### config.mk
export PLATFORM = sky130hd
export DESIGN_NAME = axi_lite_slave_flat
export DESIGN_NICKNAME = d
export VERILOG_FILES = /design/src/axi_regs_pkg.sv /design/src/aes_ifs.sv /design/src/axi_lite_slave.sv /design/src/flat_wrapper.sv
export VERILOG_INCLUDE_DIRS = /design/src
export SDC_FILE = /design/constraint.sdc
export NUM_CORES = 1
export LEC_CHECK = 0
export BUFFER_PORTS_ARGS = -buffer_cell sky130_fd_sc_hd__clkbuf_2
export CAP_MARGIN = 10
export CORE_AREA = 2 2 73 75
export DETAILED_ROUTE_END_ITERATION = 16
export DIE_AREA = 0 0 75 77
export HOLD_SLACK_MARGIN = 0.05
export PLACE_DENSITY = 0.93
export RECOVER_POWER = 25
export SYNTH_ARGS = -nofsm -noshare
export SYNTH_HDL_FRONTEND = slang
export SYNTH_SLANG_ARGS = --single-unit
### constraint.sdc
create_clock -name clk_i -period 3.1 [get_ports clk_i]
set_input_delay 0 -clock clk_i [delete_from_list [all_inputs] [get_ports clk_i]]
set_output_delay 0 -clock clk_i [all_outputs]
set_load 0.01 [all_outputs]
### src/aes_defines.svh
`ifndef AES_DEFINES_SVH
`define AES_DEFINES_SVH

// Bus widths
`define AES_ADDR_WIDTH 12
`define AES_DATA_WIDTH 32

// AES-128 round count
`define AES_ROUNDS 10

// Register map, each group holds four words with word 0 as bits 127:96
`define AES_CTRL   12'h000
`define AES_STATUS 12'h004
`define AES_KEY0   12'h010
`define AES_DIN0   12'h020
`define AES_DOUT0  12'h030

`endif

### src/axi_regs_pkg.sv
`include "aes_defines.svh"

package axi_regs_pkg;

  typedef logic [`AES_ADDR_WIDTH-1:0] bus_addr_t;
  typedef logic [`AES_DATA_WIDTH-1:0] bus_data_t;
  typedef logic [`AES_DATA_WIDTH/8-1:0] bus_strb_t;
  typedef logic [1:0] bus_resp_t;

  localparam bus_resp_t RESP_OKAY   = 2'b00;
  localparam bus_resp_t RESP_SLVERR = 2'b10;

endpackage

### src/aes_ifs.sv
`timescale 1ns/1ps

// Register access port between the AXI slave and the register file
interface reg_bus_if;
  import axi_regs_pkg::*;

  logic      we;
  logic      re;
  bus_addr_t addr;
  bus_data_t wdata;
  bus_strb_t strb;
  bus_data_t rdata;
  logic      err;

  modport master (output we, re, addr, wdata, strb, input rdata, err);
  modport slave (input we, re, addr, wdata, strb, output rdata, err);
endinterface


### src/axi_lite_slave.sv
`timescale 1ns/1ps

module axi_lite_slave (
  input  logic                    clk_i,
  input  logic                    rst_ni,
  // Write address and data
  input  axi_regs_pkg::bus_addr_t awaddr_i,
  input  logic                    awvalid_i,
  output logic                    awready_o,
  input  axi_regs_pkg::bus_data_t wdata_i,
  input  axi_regs_pkg::bus_strb_t wstrb_i,
  input  logic                    wvalid_i,
  output logic                    wready_o,
  // Write response
  output axi_regs_pkg::bus_resp_t bresp_o,
  output logic                    bvalid_o,
  input  logic                    bready_i,
  // Read address and data
  input  axi_regs_pkg::bus_addr_t araddr_i,
  input  logic                    arvalid_i,
  output logic                    arready_o,
  output axi_regs_pkg::bus_data_t rdata_o,
  output axi_regs_pkg::bus_resp_t rresp_o,
  output logic                    rvalid_o,
  input  logic                    rready_i,
  reg_bus_if.master               bus
);
  import axi_regs_pkg::*;

  logic      wr_accept;
  logic      rd_accept;
  logic      bvalid_q;
  bus_resp_t bresp_q;
  logic      rvalid_q;
  bus_resp_t rresp_q;
  bus_data_t rdata_q;

  // Only one register access per cycle, so a colliding read waits a cycle
  assign wr_accept = awvalid_i && wvalid_i && !bvalid_q;
  assign rd_accept = arvalid_i && !rvalid_q && !wr_accept;

  assign awready_o = wr_accept;
  assign wready_o  = wr_accept;
  assign arready_o = rd_accept;

  assign bus.we    = wr_accept;
  assign bus.re    = rd_accept;
  assign bus.addr  = wr_accept ? awaddr_i : araddr_i;
  assign bus.wdata = wdata_i;
  assign bus.strb  = wstrb_i;

  // ----------------------------------------------------------
  // Response channels, held until the master takes them
  // ----------------------------------------------------------
  always_ff @(posedge clk_i) begin
    if (!rst_ni) begin
      bvalid_q <= 1'b0;
      bresp_q  <= RESP_OKAY;
      rvalid_q <= 1'b0;
      rresp_q  <= RESP_OKAY;
      rdata_q  <= '0;
    end else begin
      if (wr_accept) begin
        bvalid_q <= 1'b1;
        bresp_q  <= bus.err ? RESP_SLVERR : RESP_OKAY;
      end else if (bready_i) begin
        bvalid_q <= 1'b0;
      end
      if (rd_accept) begin
        rvalid_q <= 1'b1;
        rresp_q  <= bus.err ? RESP_SLVERR : RESP_OKAY;
        rdata_q  <= bus.rdata;
      end else if (rready_i) begin
        rvalid_q <= 1'b0;
      end
    end
  end

  assign bvalid_o = bvalid_q;
  assign bresp_o  = bresp_q;
  assign rvalid_o = rvalid_q;
  assign rresp_o  = rresp_q;
  assign rdata_o  = rdata_q;

endmodule

### src/flat_wrapper.sv
// flat-port wrapper written by rule: the top's interface ports become plain ports
module axi_lite_slave_flat import axi_regs_pkg::*;
  (clk_i, rst_ni, awaddr_i, awvalid_i, awready_o, wdata_i, wstrb_i, wvalid_i, wready_o, bresp_o, bvalid_o, bready_i, araddr_i, arvalid_i, arready_o, rdata_o, rresp_o, rvalid_o, rready_i, bus_we, bus_re, bus_addr, bus_wdata, bus_strb, bus_rdata, bus_err);
  reg_bus_if bus_i ();
  input  logic clk_i;
  input  logic rst_ni;
  input  axi_regs_pkg::bus_addr_t awaddr_i;
  input  logic awvalid_i;
  output logic awready_o;
  input  axi_regs_pkg::bus_data_t wdata_i;
  input  axi_regs_pkg::bus_strb_t wstrb_i;
  input  logic wvalid_i;
  output logic wready_o;
  output axi_regs_pkg::bus_resp_t bresp_o;
  output logic bvalid_o;
  input  logic bready_i;
  input  axi_regs_pkg::bus_addr_t araddr_i;
  input  logic arvalid_i;
  output logic arready_o;
  output axi_regs_pkg::bus_data_t rdata_o;
  output axi_regs_pkg::bus_resp_t rresp_o;
  output logic rvalid_o;
  input  logic rready_i;
  output wire logic [$bits(bus_i.we)-1:0] bus_we;
  output wire logic [$bits(bus_i.re)-1:0] bus_re;
  output wire logic [$bits(bus_i.addr)-1:0] bus_addr;
  output wire logic [$bits(bus_i.wdata)-1:0] bus_wdata;
  output wire logic [$bits(bus_i.strb)-1:0] bus_strb;
  input wire logic [$bits(bus_i.rdata)-1:0] bus_rdata;
  input wire logic [$bits(bus_i.err)-1:0] bus_err;
  assign bus_we = bus_i.we;
  assign bus_re = bus_i.re;
  assign bus_addr = bus_i.addr;
  assign bus_wdata = bus_i.wdata;
  assign bus_strb = bus_i.strb;
  assign bus_i.rdata = bus_rdata;
  assign bus_i.err = bus_err;
  axi_lite_slave u_core (.clk_i(clk_i), .rst_ni(rst_ni), .awaddr_i(awaddr_i), .awvalid_i(awvalid_i), .awready_o(awready_o), .wdata_i(wdata_i), .wstrb_i(wstrb_i), .wvalid_i(wvalid_i), .wready_o(wready_o), .bresp_o(bresp_o), .bvalid_o(bvalid_o), .bready_i(bready_i), .araddr_i(araddr_i), .arvalid_i(arvalid_i), .arready_o(arready_o), .rdata_o(rdata_o), .rresp_o(rresp_o), .rvalid_o(rvalid_o), .rready_i(rready_i), .bus(bus_i));
endmodule
==> Implementation_results.wiki <==
{| class="wikitable"
! Metric !! Value
|-
| Result of the run || finished clean
|-
| Number of vias after detailed routing || 1871
|-
| Wire length after detailed routing || ~5500 um
|-
| Worst Max-Slew Pin Slew || a little over 1 ns
|-
| Endpoints failing setup || 0
|-
| Num CTS Buffers || 5
|-
| Total negative setup slack || 0 ns
|-
| Vias per Instance || 4.41
|-
| Final Hold Vio Count || 0
|-
| Latest clock arrival within the worst-skew pair || 0.28 ns
|-
| Hold Path Class || input pin to flip-flop
|-
| Critical path type || flip-flop to output pin
|-
| Flop and latch count out of synthesis || 36
|-
| Overall die area || 5780 um^2
|-
| Synth top area cells || sky130_fd_sc_hd__dfxtp_1 (38%), sky130_fd_sc_hd__mux2i_1 (18%), sky130_fd_sc_hd__buf_4 (16%)
|-
| Arrival @ worst endpoint || 2.09 ns
|-
| Count of port buffers added during placement || 116
|-
| Maximum clock insertion buffer count || 2
|-
| Setup repair after global routing missed its margin || no
|-
| Max transition margin || 0.310
|-
| Vertical extent of the die || 77 um
|-
| DRC violations left || 0
|-
| Routability cong. || ~0.65
|-
| Crit path required time || 3.10 ns
|-
| Initial drt markers || 58
|-
| Largest voltage drop on the vdd net || 0.213 mV
|-
| Number of warnings issued by yosys || 0
|-
| Antenna cells || 0
|-
| Routed length on met1 || 1770 um
|-
| Fill cells || 427
|-
| Share of the synthesized area in the top cell type || 0.378
|-
| Initial core utilization || 0.383
|-
| Maximum clock frequency || 479 MHz
|-
| First-pass GRT wire length || between 7000 and 8000 um
|-
| Clock tree from TritonCTS || yes
|-
| Area growth from synthesis to layout || 58.3%
|-
| Post-synthesis area per instance || ~9.0 um^2
|-
| Met3 wire length || 511 um
|-
| Standard cell with the maximum stage delay on the critical path || sky130_fd_sc_hd__and3b_2
|-
| Pre-antenna DRT Iters || 4
|-
| Number of sinks driven by the clock tree || 36
|-
| Pin count of the biggest net entering global routing || 70
|-
| DRT antenna net count || 0
|-
| Sequential share of the synthesized area || 0.378
|-
| Post-cts gate resize count || 0
|-
| Average wire per standard cell || 13.0 um
|-
| PD cells || 383 nW/um^2
|-
| HPWL after DPL || ~3300 um
|-
| Number of maximum-capacitance violations || 0
|-
| CTS HTree Levels || 2
|-
| Highest-count cells in the layout ignoring fill and taps || sky130_fd_sc_hd__clkbuf_2 (116), sky130_fd_sc_hd__dlygate4sd3_1 (71), sky130_fd_sc_hd__nand2_1 (66)
|-
| Count of distinct cell types in the synthesized netlist || 16
|-
| Kind of launch point of the worst setup path || flip-flop
|-
| Synthesized cell area || 1900 um^2
|-
| Fraction of layout cells with a size suffix above 1 || 0.387
|-
| Reg-to-reg slack, setup || about 1.2 ns
|-
| Post-Syn Instances || 211
|-
| CTS root buf || sky130_fd_sc_hd__clkbuf_8
|-
| Period utilization || 0.673
|-
| Layout Nets || between 400 and 500
|-
| Met2 Wirelength || 3170 um
|-
| Total GRT Usage || 0.178
|-
| Utilization of the core after routing || 0.606
|-
| Core Region || 4980 um^2
|-
| Largest area contributor in the netlist || sky130_fd_sc_hd__dfxtp_1
|-
| I/O pin count || 191
|-
| Top layer in use || met4
|-
| Horiz. Die Dim || 75 um
|-
| Number of antenna violations at the first check in global routing || 0
|-
| Slowest cell delay on critical path || just over 0.9 ns
|-
| Most frequent standard cell in the layout excluding fill and tap cells || sky130_fd_sc_hd__clkbuf_2
|-
| Std-Cell Rows || 26
|-
| Leakage || 1.50 nW
|-
| Final Critical Period || 2.09 ns
|-
| Setup Skew || 0.00508 ns
|-
| Total grt overflow || 0
|-
| Via count of the first global-routing pass || 1827
|-
| Worst hold slack || 0.188 ns
|-
| Number of pins exceeding their max-slew limit in the final report || 0
|-
| Clock transition at the register clock pins on the worst setup and hold paths after CTS || 0.06 ns
|-
| Crit path capture type || output pin
|-
| Maximum fanout encountered on the critical timing path || 36
|-
| Cells along the critical path || nand3b_4 -> and3b_2 -> clkbuf_2
|}
## sequential cells by signal, summed over array words and instances (netlist names)
signal and cells:
u_core.rresp_o 1, u_core.bvalid_o 1, u_core.bresp_o 1, u_core.rdata_o 32, u_core.rvalid_o 1
## cell usage after synthesis
| master | number |
|---|---|
| sky130_fd_sc_hd__clkbuf_1 | 6 |
| sky130_fd_sc_hd__dfxtp_1 | 36 |
| sky130_fd_sc_hd__nand2b_1 | 1 |
| sky130_fd_sc_hd__and3b_1 | 1 |
| sky130_fd_sc_hd__nor2b_1 | 2 |
| sky130_fd_sc_hd__buf_6 | 4 |
| sky130_fd_sc_hd__inv_1 | 1 |
| sky130_fd_sc_hd__conb_1 | 1 |
| sky130_fd_sc_hd__mux2_2 | 12 |
| sky130_fd_sc_hd__buf_4 | 41 |
| sky130_fd_sc_hd__mux2i_1 | 34 |
| sky130_fd_sc_hd__a21boi_0 | 1 |
| sky130_fd_sc_hd__buf_2 | 3 |
| sky130_fd_sc_hd__nand2_1 | 66 |
| sky130_fd_sc_hd__nand3b_4 | 1 |
| sky130_fd_sc_hd__o21a_1 | 1 |
## logic make-up after synthesis
family          Yosys count  synth area share
compound gates            2           0.00789
simple gates             71             0.155
buf+inv                  55             0.207
mux                      46             0.250
other cells               1           0.00197
flops                    36             0.378
## path summary, 6_finish.rpt
check,from,endpoint,cells after the start
setup / recovery,u_core.bvalid_o$_SDFFE_PN0P_,bus_re,3
hold / removal,wvalid_i,u_core.bvalid_o$_SDFFE_PN0P_,3
setup reg to reg,u_core.bvalid_o$_SDFFE_PN0P_,u_core.rdata_o[25]$_SDFFE_PN0P_,3
hold reg to reg,u_core.rdata_o[30]$_SDFFE_PN0P_,u_core.rdata_o[30]$_SDFFE_PN0P_,2
## critical path, delay by kind of cell, from the launching register on
family | cells | cell delay, ns
buffers and inverters | 1 | 0.28
flip-flops | 1 | 0.35
AND/OR/NAND/NOR | 2 | 1.17
## repair_timing
item | 4_1_cts | 5_1_grt
buffers inserted | 0 | 0
hold endpoints to repair | 72 | 0
hold buffers | 71 | 0
setup endpoints to repair | 0 | 0
## stage by stage
step                      setup WS (ns)  total power (W)  instance area (um^2)  std cells
after global placement             1.28         0.000733                  2190        344
after CTS                         0.972          0.00117                  2990        423
after global routing              0.885          0.00122                  3020        424
after floorplan                    1.80         0.000701                  1910        212
after detailed placement           1.21         0.000740                  2190        344
final                              1.01          0.00116                  3020        424
## layout make-up
class                           instances  area (um^2)  area share
Multi-Input combinational cell        121          795       0.263
Inverter                                1         3.75     0.00124
Tap cell                               70         87.6      0.0290
Clock buffer                            8         90.1      0.0299
Sequential cell                        36          721       0.239
Timing Repair Buffer                  188         1320       0.437
## routing by layer
layer / GRT usage / vias up
met3: 0.0394 / 8
met2: 0.368 / 118
met1: 0.157 / 829
li1: - / 916
met4: 0.0589 / 0
met5: 0 / -
## report_power, final
| group | total (W) | switching (W) | internal [W] |
|---|---|---|---|
| combinational | 0.000312 | 0.000141 | 0.000170 |
| clock | 0.000332 | 0.000151 | 0.000181 |
| sequential | 0.000512 | 0.0000172 | 0.000495 |
(Power assumes the default switching activity.)
