### config.mk
export PLATFORM = sky130hd
export DESIGN_NAME = aes_reg_file_flat
export DESIGN_NICKNAME = d
export VERILOG_FILES = /design/src/aes_types_pkg.sv /design/src/axi_regs_pkg.sv /design/src/aes_ifs.sv /design/src/aes_reg_file.sv /design/src/flat_wrapper.sv
export VERILOG_INCLUDE_DIRS = /design/src
export SDC_FILE = /design/constraint.sdc
export NUM_CORES = 1
export LEC_CHECK = 0
export BUFFER_PORTS_ARGS = -buffer_cell sky130_fd_sc_hd__buf_2
export CAP_MARGIN = 20
export CORE_AREA = 2 2 184 186
export CTS_CLUSTER_SIZE = 12
export DETAILED_ROUTE_END_ITERATION = 12
export DIE_AREA = 0 0 186 188
export PLACE_DENSITY = 0.72
export SLEW_MARGIN = 20
export SYNTH_ARGS = -nofsm -noshare
export SYNTH_HDL_FRONTEND = slang
export SYNTH_SLANG_ARGS = --single-unit
### constraint.sdc
create_clock -name clk_i -period 3.9 [get_ports clk_i]
set_clock_uncertainty 0.2 [all_clocks]
set_input_delay 0.195 -clock clk_i [delete_from_list [all_inputs] [get_ports clk_i]]
set_output_delay 0.195 -clock clk_i [all_outputs]
set_load 0.01 [all_outputs]
### src/aes_defines.svh
`ifndef AES_DEFINES_SVH
`define AES_DEFINES_SVH

// Bus widths
`define AES_ADDR_WIDTH 12
`define AES_DATA_WIDTH 32

// AES-128 round count
`define AES_ROUNDS 10

// Register map, each group holds four words with word 0 as bits 127:96
`define AES_CTRL   12'h000
`define AES_STATUS 12'h004
`define AES_KEY0   12'h010
`define AES_DIN0   12'h020
`define AES_DOUT0  12'h030

`endif

### src/aes_types_pkg.sv
package aes_types_pkg;

  // Full state or cipher key, FIPS byte 0 in bits 127:120
  typedef logic [127:0] aes_block_t;

  // One state column or key schedule word
  typedef logic [31:0] aes_word_t;

  typedef logic [7:0] aes_byte_t;

  // Round counter, runs 1 to 10
  typedef logic [3:0] aes_round_t;

  typedef enum logic [1:0] {
    IDLE,
    ROUND,
    DONE
  } aes_core_state_e;

endpackage

### src/axi_regs_pkg.sv
`include "aes_defines.svh"

package axi_regs_pkg;

  typedef logic [`AES_ADDR_WIDTH-1:0] bus_addr_t;
  typedef logic [`AES_DATA_WIDTH-1:0] bus_data_t;
  typedef logic [`AES_DATA_WIDTH/8-1:0] bus_strb_t;
  typedef logic [1:0] bus_resp_t;

  localparam bus_resp_t RESP_OKAY   = 2'b00;
  localparam bus_resp_t RESP_SLVERR = 2'b10;

endpackage

### src/aes_ifs.sv
`timescale 1ns/1ps

// Register access port between the AXI slave and the register file
interface reg_bus_if;
  import axi_regs_pkg::*;

  logic      we;
  logic      re;
  bus_addr_t addr;
  bus_data_t wdata;
  bus_strb_t strb;
  bus_data_t rdata;
  logic      err;

  modport master (output we, re, addr, wdata, strb, input rdata, err);
  modport slave (input we, re, addr, wdata, strb, output rdata, err);
endinterface

// Run control between the register file and the round core
interface aes_ctrl_if;
  import aes_types_pkg::*;

  logic       start;
  aes_block_t key;
  aes_block_t block;
  logic       busy;
  logic       done;
  aes_block_t result;

  modport host (output start, key, block, input busy, done, result);
  modport engine (input start, key, block, output busy, done, result);
endinterface

### src/aes_reg_file.sv
`timescale 1ns/1ps
`include "aes_defines.svh"

module aes_reg_file (
  input  logic        clk_i,
  input  logic        rst_ni,
  reg_bus_if.slave    bus,
  aes_ctrl_if.host    ctrl,
  input  logic        irq_clear_i,
  output logic        irq_o
);
  import axi_regs_pkg::*;

  bus_data_t key_q [4];
  bus_data_t din_q [4];
  logic      start_q;
  logic      irq_q;

  bus_addr_t word_addr;
  bus_addr_t group_addr;
  logic [1:0] word_idx;
  logic      is_ctrl;
  logic      is_status;
  logic      is_key;
  logic      is_din;
  logic      is_dout;
  logic      status_clr;
  logic      wr_err;
  logic      rd_err;
  bus_data_t rd_data;

  function automatic bus_data_t merge_bytes(input bus_data_t old_word,
                                            input bus_data_t new_word,
                                            input bus_strb_t strb);
    bus_data_t res;
    res = old_word;
    for (int b = 0; b < `AES_DATA_WIDTH/8; b++) begin
      if (strb[b]) begin
        res[8*b +: 8] = new_word[8*b +: 8];
      end
    end
    return res;
  endfunction

  // ----------------------------------------------------------
  // Address decode
  // ----------------------------------------------------------
  assign word_addr  = {bus.addr[`AES_ADDR_WIDTH-1:2], 2'b00};
  assign group_addr = {bus.addr[`AES_ADDR_WIDTH-1:4], 4'h0};
  assign word_idx   = bus.addr[3:2];

  assign is_ctrl   = (word_addr == `AES_CTRL);
  assign is_status = (word_addr == `AES_STATUS);
  assign is_key    = (group_addr == `AES_KEY0);
  assign is_din    = (group_addr == `AES_DIN0);
  assign is_dout   = (group_addr == `AES_DOUT0);

  // DOUT is read-only, so it counts as a bad write target
  assign wr_err = !(is_ctrl || is_status || is_key || is_din);
  assign rd_err = !(is_ctrl || is_status || is_key || is_din || is_dout);

  assign status_clr = bus.we && is_status && bus.strb[0] && bus.wdata[1];

  always_ff @(posedge clk_i) begin
    if (!rst_ni) begin
      for (int i = 0; i < 4; i++) begin
        key_q[i] <= '0;
        din_q[i] <= '0;
      end
      start_q <= 1'b0;
      irq_q   <= 1'b0;
    end else begin
      start_q <= bus.we && is_ctrl && bus.strb[0] && bus.wdata[0];
      if (bus.we && is_key) begin
        key_q[word_idx] <= merge_bytes(key_q[word_idx], bus.wdata, bus.strb);
      end
      if (bus.we && is_din) begin
        din_q[word_idx] <= merge_bytes(din_q[word_idx], bus.wdata, bus.strb);
      end
      // A finishing block wins over a clear in the same cycle
      if (ctrl.done) begin
        irq_q <= 1'b1;
      end else if (irq_clear_i || status_clr) begin
        irq_q <= 1'b0;
      end
    end
  end

  // ----------------------------------------------------------
  // Read data
  // ----------------------------------------------------------
  always_comb begin
    rd_data = '0;
    if (is_status) begin
      // Busy also covers the cycle the start pulse is in flight
      rd_data = {{(`AES_DATA_WIDTH-2){1'b0}}, irq_q, ctrl.busy || start_q};
    end else if (is_key) begin
      rd_data = key_q[word_idx];
    end else if (is_din) begin
      rd_data = din_q[word_idx];
    end else if (is_dout) begin
      rd_data = ctrl.result[127-32*word_idx -: 32];
    end
  end

  assign bus.rdata = bus.re ? rd_data : '0;
  assign bus.err   = (bus.we && wr_err) || (bus.re && rd_err);

  assign ctrl.start = start_q;
  assign ctrl.key   = {key_q[0], key_q[1], key_q[2], key_q[3]};
  assign ctrl.block = {din_q[0], din_q[1], din_q[2], din_q[3]};
  assign irq_o      = irq_q;

endmodule

### src/flat_wrapper.sv
// flat-port wrapper written by rule: the top's interface ports become plain ports
module aes_reg_file_flat import axi_regs_pkg::*;
  (clk_i, rst_ni, irq_clear_i, irq_o, bus_we, bus_re, bus_addr, bus_wdata, bus_strb, bus_rdata, bus_err, ctrl_start, ctrl_key, ctrl_block, ctrl_busy, ctrl_done, ctrl_result);
  reg_bus_if bus_i ();
  aes_ctrl_if ctrl_i ();
  input  logic clk_i;
  input  logic rst_ni;
  input  logic irq_clear_i;
  output logic irq_o;
  input wire logic [$bits(bus_i.we)-1:0] bus_we;
  input wire logic [$bits(bus_i.re)-1:0] bus_re;
  input wire logic [$bits(bus_i.addr)-1:0] bus_addr;
  input wire logic [$bits(bus_i.wdata)-1:0] bus_wdata;
  input wire logic [$bits(bus_i.strb)-1:0] bus_strb;
  output wire logic [$bits(bus_i.rdata)-1:0] bus_rdata;
  output wire logic [$bits(bus_i.err)-1:0] bus_err;
  output wire logic [$bits(ctrl_i.start)-1:0] ctrl_start;
  output wire logic [$bits(ctrl_i.key)-1:0] ctrl_key;
  output wire logic [$bits(ctrl_i.block)-1:0] ctrl_block;
  input wire logic [$bits(ctrl_i.busy)-1:0] ctrl_busy;
  input wire logic [$bits(ctrl_i.done)-1:0] ctrl_done;
  input wire logic [$bits(ctrl_i.result)-1:0] ctrl_result;
  assign bus_i.we = bus_we;
  assign bus_i.re = bus_re;
  assign bus_i.addr = bus_addr;
  assign bus_i.wdata = bus_wdata;
  assign bus_i.strb = bus_strb;
  assign bus_rdata = bus_i.rdata;
  assign bus_err = bus_i.err;
  assign ctrl_start = ctrl_i.start;
  assign ctrl_key = ctrl_i.key;
  assign ctrl_block = ctrl_i.block;
  assign ctrl_i.busy = ctrl_busy;
  assign ctrl_i.done = ctrl_done;
  assign ctrl_i.result = ctrl_result;
  aes_reg_file u_core (.clk_i(clk_i), .rst_ni(rst_ni), .bus(bus_i), .ctrl(ctrl_i), .irq_clear_i(irq_clear_i), .irq_o(irq_o));
endmodule
==> results of run 1 <==
==> logic make-up after synthesis <==
group	share of synthesized area, %
multiplexers	21.5
AND/OR/NAND/NOR	13.1
AO/OA/AOI/OAI	2.64
buffers and inverters	3.33
flip-flops	59.4
==> sequential cells by signal, summed over array words and instances (netlist names) <==
register and cells:
u_core.ctrl.start 1, u_core.din_q 128, u_core.irq_o 1, u_core.key_q 128
==> worst max path at each step <==
stage / end / startpoint / slack, ns / cells past startpoint
final: bus_rdata[22] / bus_addr[6] / 0.52 / 8
after global routing: bus_rdata[22] / bus_addr[6] / 0.44 / 8
after CTS: bus_rdata[22] / bus_addr[6] / 0.53 / 8
after detailed placement: bus_rdata[22] / bus_addr[9] / 0.83 / 7
after global placement: bus_rdata[22] / bus_addr[9] / 0.85 / 7
after floorplan: u_core.din_q[1][0] / bus_addr[9] / -0.14 / 4
==> cell usage in the layout (no fill, tap or decap), types with 2 or more instances in the layout <==
master,Yosys,layout
mux2i_1,65,65
clkinv_1,0,3
dfxtp_1,2,2
nor4_2,18,18
a21oi_1,31,31
nor2_2,25,25
nand4_2,2,2
buf_12,0,3
nor3_1,14,14
nand2_1,6,6
bufinv_16,0,4
a31oi_1,4,4
buf_4,3,26
clkbuf_16,0,29
edfxtp_1,256,256
or2_1,4,4
o22ai_1,12,12
o21ai_4,0,6
dlygate4sd3_1,0,38
or3_1,3,3
clkinv_2,0,2
mux4_2,95,95
nand2b_1,3,3
clkbuf_1,35,7
inv_1,2,2
buf_2,28,469
clkbuf_8,0,2
nor2_1,270,270
nand3_1,5,5
==> area by class of cell <==
class	count	area (µm²)	area share [%]
Sequential cell	258	7730	45.1
Multi-Input combinational cell	581	4930	28.7
Clock inverter	10	150	0.876
Tap cell	448	561	3.27
Inverter	2	7.51	0.0438
Timing Repair Buffer	537	2990	17.5
Clock buffer	38	779	4.55
==> through the flow <==
stage | hold WS (ns) | cell area, µm²
4_1_cts | 0.0276 | 17100
5_1_grt | 0.0487 | 17100
2_1_floorplan | 0.119 | 13000
3_3_place_gp | 0.213 | 15800
3_5_place_dp | 0.219 | 15800
6_report | 0.0349 | 17100
==> metal layers <==
layer / global-route usage (%) / up-vias / wire length (µm)
met1: 42.6 / 5294 / 20500
met2: 42.6 / 818 / 23300
met3: 6.76 / 99 / 6060
li1: - / 4468 / -
met4: 8.33 / 0 / 1640
met5: 0 / - / 0
==> power by group through the flow <==
stage / Sequential [mW] / Clock, mW / Combinational (mW)
after global routing: 3.20 / 2.86 / 0.937
after global placement: 3.24 / 0 / 0.845
after CTS: 3.19 / 2.75 / 0.885
after detailed placement: 3.25 / 0 / 0.851
final: 3.19 / 2.74 / 0.889
after floorplan: 3.29 / 0 / 0.409
==> critical path, delay by kind of cell <==
family,cells,cell delay [ns]
buf+inv,4,1.28
simple gates,4,1.49
==> Yosys cell counts, types with 2 or more instances <==
library cell,instances,area share (%)
nor2_1,270,7.8
edfxtp_1,256,59
mux4_2,95,16
mux2i_1,65,5.0
clkbuf_1,35,1.0
a21oi_1,31,1.2
buf_2,28,1.1
nor2_2,25,1.2
nor4_2,18,1.7
nor3_1,14,0.54
o22ai_1,12,0.58
buf_6,11,0.95
nand2_1,6,0.17
o21ai_0,6,0.23
nand3_1,5,0.19
a31oi_1,4,0.19
or2_1,4,0.19
buf_4,3,0.17
nand2b_1,3,0.14
or3_1,3,0.14
buf_1,2,0.058
dfxtp_1,2,0.31
inv_1,2,0.058
nand4_2,2,0.19
==> results.md, run 1 <==
Finish
* 1,874 — Final Instance Count excl. Fillers
* 51.8% — share of the core filled with cells
* 1,591 — Total Nets Final
* 2,843 — Filler cells
* 48.5% — fraction of layout instances using a drive strength above 1
* 31.8% — synth-to-layout area growth
* 0 — antenna diode instance count

CTS
* 0 — post-CTS setup repair buffer count
* clkbuf_16 — clk root buf
* 0.55 ns — clock latency reported for the late side of the worst-skew pair
* 1 — CTS HTree Levels
* 38 — Hold Buf Count CTS
* 0 — Resize count post-CTS
* 258 — clock sink total
* 28 — CTS buffer count
* 0.06 ns — Clock Pin Slew Worst Setup and Hold Paths
* done — clock tree from TritonCTS
* 3 — clock tree buffer depth

Global route
* 1 — antenna violations before repair
* 28.9% — overall routing resource usage
* 72,800 µm — wire length of the first global-routing pass
* 10,400 — vias in the first global route
* 57 — maximum number of pins on one net before global-route repair
* 0 — GRT overflow

Placed design
* 37,300 µm — final HPWL from detailed placement
* 471 — number of port buffers
* 0.826 ns — post-place setup slack
* 1,788 — DP Cell Count
* 0.976 — Final Wtd Congestion

Timing
* 0 ns — final total negative setup slack
* 3.38 ns — final critical path time including I/O delays and setup
* 86.7% — share of the clock period used by the worst path
* 296 MHz — highest clock rate
* 0 — # setup viols final
* 0.517 ns — Final WS setup
* no — unrepaired setup endpoints after global routing
* 0 — final hold violation count
* 0.763 ns — actual transition at the worst max-transition pin
* 49.1% — worst max-slew margin expressed relative to the limit
* 0 — count of pins over their slew limit

Pwr
* 7.20 nW — Lkg Pwr
* 13.0% — combinational fraction of design power
* 6.82 mW — final total power
* 40.1% — Clock Power Share
* 5.15 mW — internal cell power
* 24.5% — Net Sw Frac
* 46.8% — proportion of power drawn by flip-flops and latches
* 398 nW/µm² — Power Density
* 1.67 mW — switching pwr
* 0.340 mV — maximum vdd drop

Floorplanning
* 188 µm — die boundary height
* 186 µm — Die X-Extent
* 67 — # rows
* 474 — I/O pins
* 35,000 µm² — die outline area
* 33,100 µm² — Core Footprint
* 39.3% — Initial Util

Synth
* 42 — number of different library cells in the post-synthesis netlist
* 0 — number of warnings reported in the yosys synthesis log
* 59.4% — post-synthesis sequential area ratio
* 258 — Synth Register Bits
* 13,000 µm² — post-synth design cell area
* 0% — fraction of registers with async set or reset after synthesis
* 920 — Syn Inst Count
* 1,103 — total nets after synthesis
* 256 — number of enable-type register cells in the synthesized netlist
* edfxtp_1 — top_reg_cell synth
* 14.1 µm² — mean instance size in the synthesized netlist

Worst hold path
* u_core.din_q[3][1] — hold endpoint
* 4 — hold-critical path depth
* input port to register — path category of the worst min-delay check
* bus_addr[8] — worst hold path startpoint

Route
* 6 — Initial DRT Pass Iterations
* 0 — Post-DRT Antenna Nets
* 10,700 — via count
* 5.70 — routed vias/inst
* 0 — post-detailed-route DRC marker count
* 1,085 — initial drt markers
* 27.4 µm — average detailed-routed wire length per instance
* 51,400 µm — Routed Wire Length

Critical path
* dlygate4sd3_1 -> buf_2 -> or2_2 -> nor2_4 -> nand3_2 -> buf_4 -> nor4_2 -> buf_2 — critical-path cell list
* 0.62 ns — worst stage delay on the critical path
* 20 — biggest fanout along the worst timing path
* 3 — Worst R2R Path Depth
* primary output — Critical Path Sink Type
* input port to primary output — class of the most critical setup path
* input port — Critical Path Source Type
* 1.92 ns — register-to-register setup slack
* nand3_2 — cell at the slowest stage of the critical path
* u_core.key_q[2][26] — end of the worst register-to-register path
* u_core.key_q[3][26] — Worst R2R Start
* 2.99 ns — data arrival at the endpoint of the critical path
* buf_2 — cell repeated most along the worst path
* 3.50 ns — Data required, critical path

Outcome
* finished clean — result of the run

Run
* 0 — Max Cap Viol

No activity file was read; power rests on OpenSTA's default activity.
==> run 2: changes to the inputs <==
Settings changed: BUFFER_PORTS_ARGS -buffer_cell sky130_fd_sc_hd__buf_2 to -buffer_cell sky130_fd_sc_hd__buf_4, CORE_AREA 2 2 184 186 to 2 2 186 188, DIE_AREA 0 0 186 188 to 0 0 188 190, PLACE_DENSITY 0.72 to 0.7.
==> run 2 against run 1 <==
Global-route usage shrank 0.57 points. Clock power shrank 2%. Register-to-register slack improved by 0.04 ns. Utilization rose by 2.0 points. Flip-flop and latch count unchanged. Worst hold slack better by 0.087 ns. Sequential power about the same. Worst setup slack lost 0.062 ns. Non-clock buffer count shrank 4. Sequential share of layout area decreased by 2.8 points.
==> results.md, run 2 (synthesis results as in run 1) <==
Outcome
* finished clean — result of the run, unchanged

Finish
* 40.5% — synth-to-layout area growth, was 31.8%
* 2,875 — Filler cells, was 2,843
* 18,300 µm² — post-route design area, was 17,100 µm²
* 53.8% — share of the core filled with cells, was 51.8%
* 1,587 — Total Nets Final, was 1,591
* u_core.din_q x128, u_core.key_q x128 — Top Registers, unchanged
* 1,878 — Final Instance Count excl. Fillers, was 1,874
* buf_4 — leading cell type in the layout, fill and taps excluded, was buf_2
* 48.6% — fraction of layout instances using a drive strength above 1, was 48.5%
* 0 — antenna diode instance count, unchanged
* buf_4, nor2_1, edfxtp_1 — commonest cells after routing, fill and taps aside, was buf_2, nor2_1, edfxtp_1

Pwr
* 39.1% — Clock Power Share, was 40.1%
* 376 nW/µm² — Power Density, was 398 nW/µm²
* 0.377 mV — maximum vdd drop, was 0.340 mV
* 14.4% — combinational fraction of design power, was 13.0%
* 6.87 mW — final total power, was 6.82 mW
* 1.67 mW — switching pwr, about the same
* 24.4% — Net Sw Frac, was 24.5%
* 5.20 mW — internal cell power, was 5.15 mW
* 46.5% — proportion of power drawn by flip-flops and latches, was 46.8%
* 7.46 nW — Lkg Pwr, was 7.20 nW

Critical path
* primary output — Critical Path Sink Type, unchanged
* input port — Critical Path Source Type, unchanged
* 3.50 ns — Data required, critical path, about the same
* 3.05 ns — data arrival at the endpoint of the critical path, was 2.99 ns
* 16 — biggest fanout along the worst timing path, was 20
* u_core.key_q[0][26] — Worst R2R Start, was u_core.key_q[3][26]
* input port to primary output — class of the most critical setup path, unchanged
* 1.96 ns — register-to-register setup slack, was 1.92 ns
* u_core.key_q[1][26] — end of the worst register-to-register path, was u_core.key_q[2][26]
* 3 — Worst R2R Path Depth, unchanged

Global route
* 28.3% — overall routing resource usage, was 28.9%
* 2 — antenna violations before repair, was 1
* 10,500 — vias in the first global route, was 10,400
* 0 — GRT overflow, unchanged
* 58 — maximum number of pins on one net before global-route repair, was 57
* 73,500 µm — wire length of the first global-routing pass, was 72,800 µm

CTS
* 258 — clock sink total, unchanged
* 0.06 ns — Clock Pin Slew Worst Setup and Hold Paths, about the same
* 0 — Resize count post-CTS, unchanged
* 0 — post-CTS setup repair buffer count, unchanged
* 0.54 ns — clock latency reported for the late side of the worst-skew pair, was 0.55 ns
* 3 — clock tree buffer depth, unchanged
* 28 — CTS buffer count, unchanged
* 1 — CTS HTree Levels, unchanged
* done — clock tree from TritonCTS, unchanged
* clkbuf_16 — clk root buf, unchanged

Timing
* 0 ns — final total negative setup slack, unchanged
* 38.3% — worst max-slew margin expressed relative to the limit, was 49.1%
* 0 — # setup viols final, unchanged
* no — unrepaired setup endpoints after global routing, unchanged
* 3.44 ns — final critical path time including I/O delays and setup, was 3.38 ns
* 88.3% — share of the clock period used by the worst path, was 86.7%
* 290 MHz — highest clock rate, was 296 MHz
* 0.923 ns — actual transition at the worst max-transition pin, was 0.763 ns
* 0 — final hold violation count, unchanged
* 0 — count of pins over their slew limit, unchanged

Worst hold path
* u_core.din_q[3][11] — hold endpoint, was u_core.din_q[3][1]
* bus_strb[1] — worst hold path startpoint, was bus_addr[8]
* 3 — hold-critical path depth, was 4
* input port to register — path category of the worst min-delay check, unchanged

Run
* 0 — Max Cap Viol, unchanged

Route
* 0 — post-detailed-route DRC marker count, unchanged
* 1,209 — initial drt markers, was 1,085
* 10,600 — via count, was 10,700
* 0 — Post-DRT Antenna Nets, unchanged
* 27.6 µm — average detailed-routed wire length per instance, was 27.4 µm
* 5.62 — routed vias/inst, was 5.70
* 51,800 µm — Routed Wire Length, was 51,400 µm
* 5 — Initial DRT Pass Iterations, was 6

Floorplanning
* 188 µm — Die X-Extent, was 186 µm
* 38.3% — Initial Util, was 39.3%
* 35,700 µm² — die outline area, was 35,000 µm²
* 474 — I/O pins, unchanged
* 33,900 µm² — Core Footprint, was 33,100 µm²
* 190 µm — die boundary height, was 188 µm
* 68 — # rows, was 67

Placed design
* 0.947 — Final Wtd Congestion, was 0.976
* 1,792 — DP Cell Count, was 1,788
* 37,300 µm — final HPWL from detailed placement, about the same
* 17,000 µm² — area after detailed placement, was 15,800 µm²
* 471 — number of port buffers, unchanged

run 2: cell count changes in the layout (fill, tap and decap cells not counted), sizes merged:
cell / previous run / this run
bufinv: 4 / 3
inv: 3 / 2
dlygate4sd3: 38 / 37
buf: 499 / 496
clkinv: 5 / 8
run 2: how the worst max path moves through the flow:
stage / startpoint / end / slack, ns / cells after the start
finish: bus_addr[7] / bus_rdata[29] / 0.46 / 8
global placement: bus_addr[9] / bus_rdata[29] / 0.79 / 7
global route: bus_addr[7] / bus_rdata[29] / 0.32 / 8
detailed placement: bus_addr[9] / bus_rdata[29] / 0.78 / 7
CTS: bus_addr[7] / bus_rdata[29] / 0.44 / 8
floorplan: bus_addr[9] / u_core.din_q[1][0] / -0.14 / 4
run 2: layout make-up:
type	count	area (µm²)	area share [%]
tap	455	569	3.12
sequential	258	7730	42.3
clock buffer	38	790	4.32
timing repair buffer	533	4120	22.6
clock inverter	11	125	0.685
inverter	2	7.51	0.0411
multi-input combinational	581	4930	27.0
run 2: timing repair:
item | 4_1_cts | 5_1_grt
endpoints found under the hold margin | 256 | 0
setup endpoints to repair | 0 | 0
hold buffers | 37 | 0
run 2: worst max-delay path: stages:
cell	delay, ns
dlygate4sd3_1	0.55
buf_4	0.15
or2_2	0.34
nor2_4	0.21
nand3_2	0.54
buf_12	0.39
nor4_2	0.46
buf_4	0.21
run 2: routing by layer:
layer	up-vias	track usage (%)	wire length [µm]
met5	-	0	13
met4	2	8.69	1710
met3	89	7.77	5800
met2	672	42.8	23500
met1	5337	39.9	20800
li1	4458	-	-
run 2: stage by stage:
stage	setup WS (ns)	hold slack, ns
floorplan	-0.141	0.119
global placement	0.789	0.208
detailed placement	0.785	0.212
CTS	0.441	0.102
global route	0.325	0.118
finish	0.455	0.122
run 2: power by group through the flow:
stage / sequential [mW] / clock, mW / combinational (mW)
floorplan: 3.29 / 0 / 0.409
global placement: 3.25 / 0 / 0.952
detailed placement: 3.25 / 0 / 0.957
CTS: 3.19 / 2.71 / 0.992
global route: 3.20 / 2.82 / 1.04
finish: 3.20 / 2.68 / 0.992
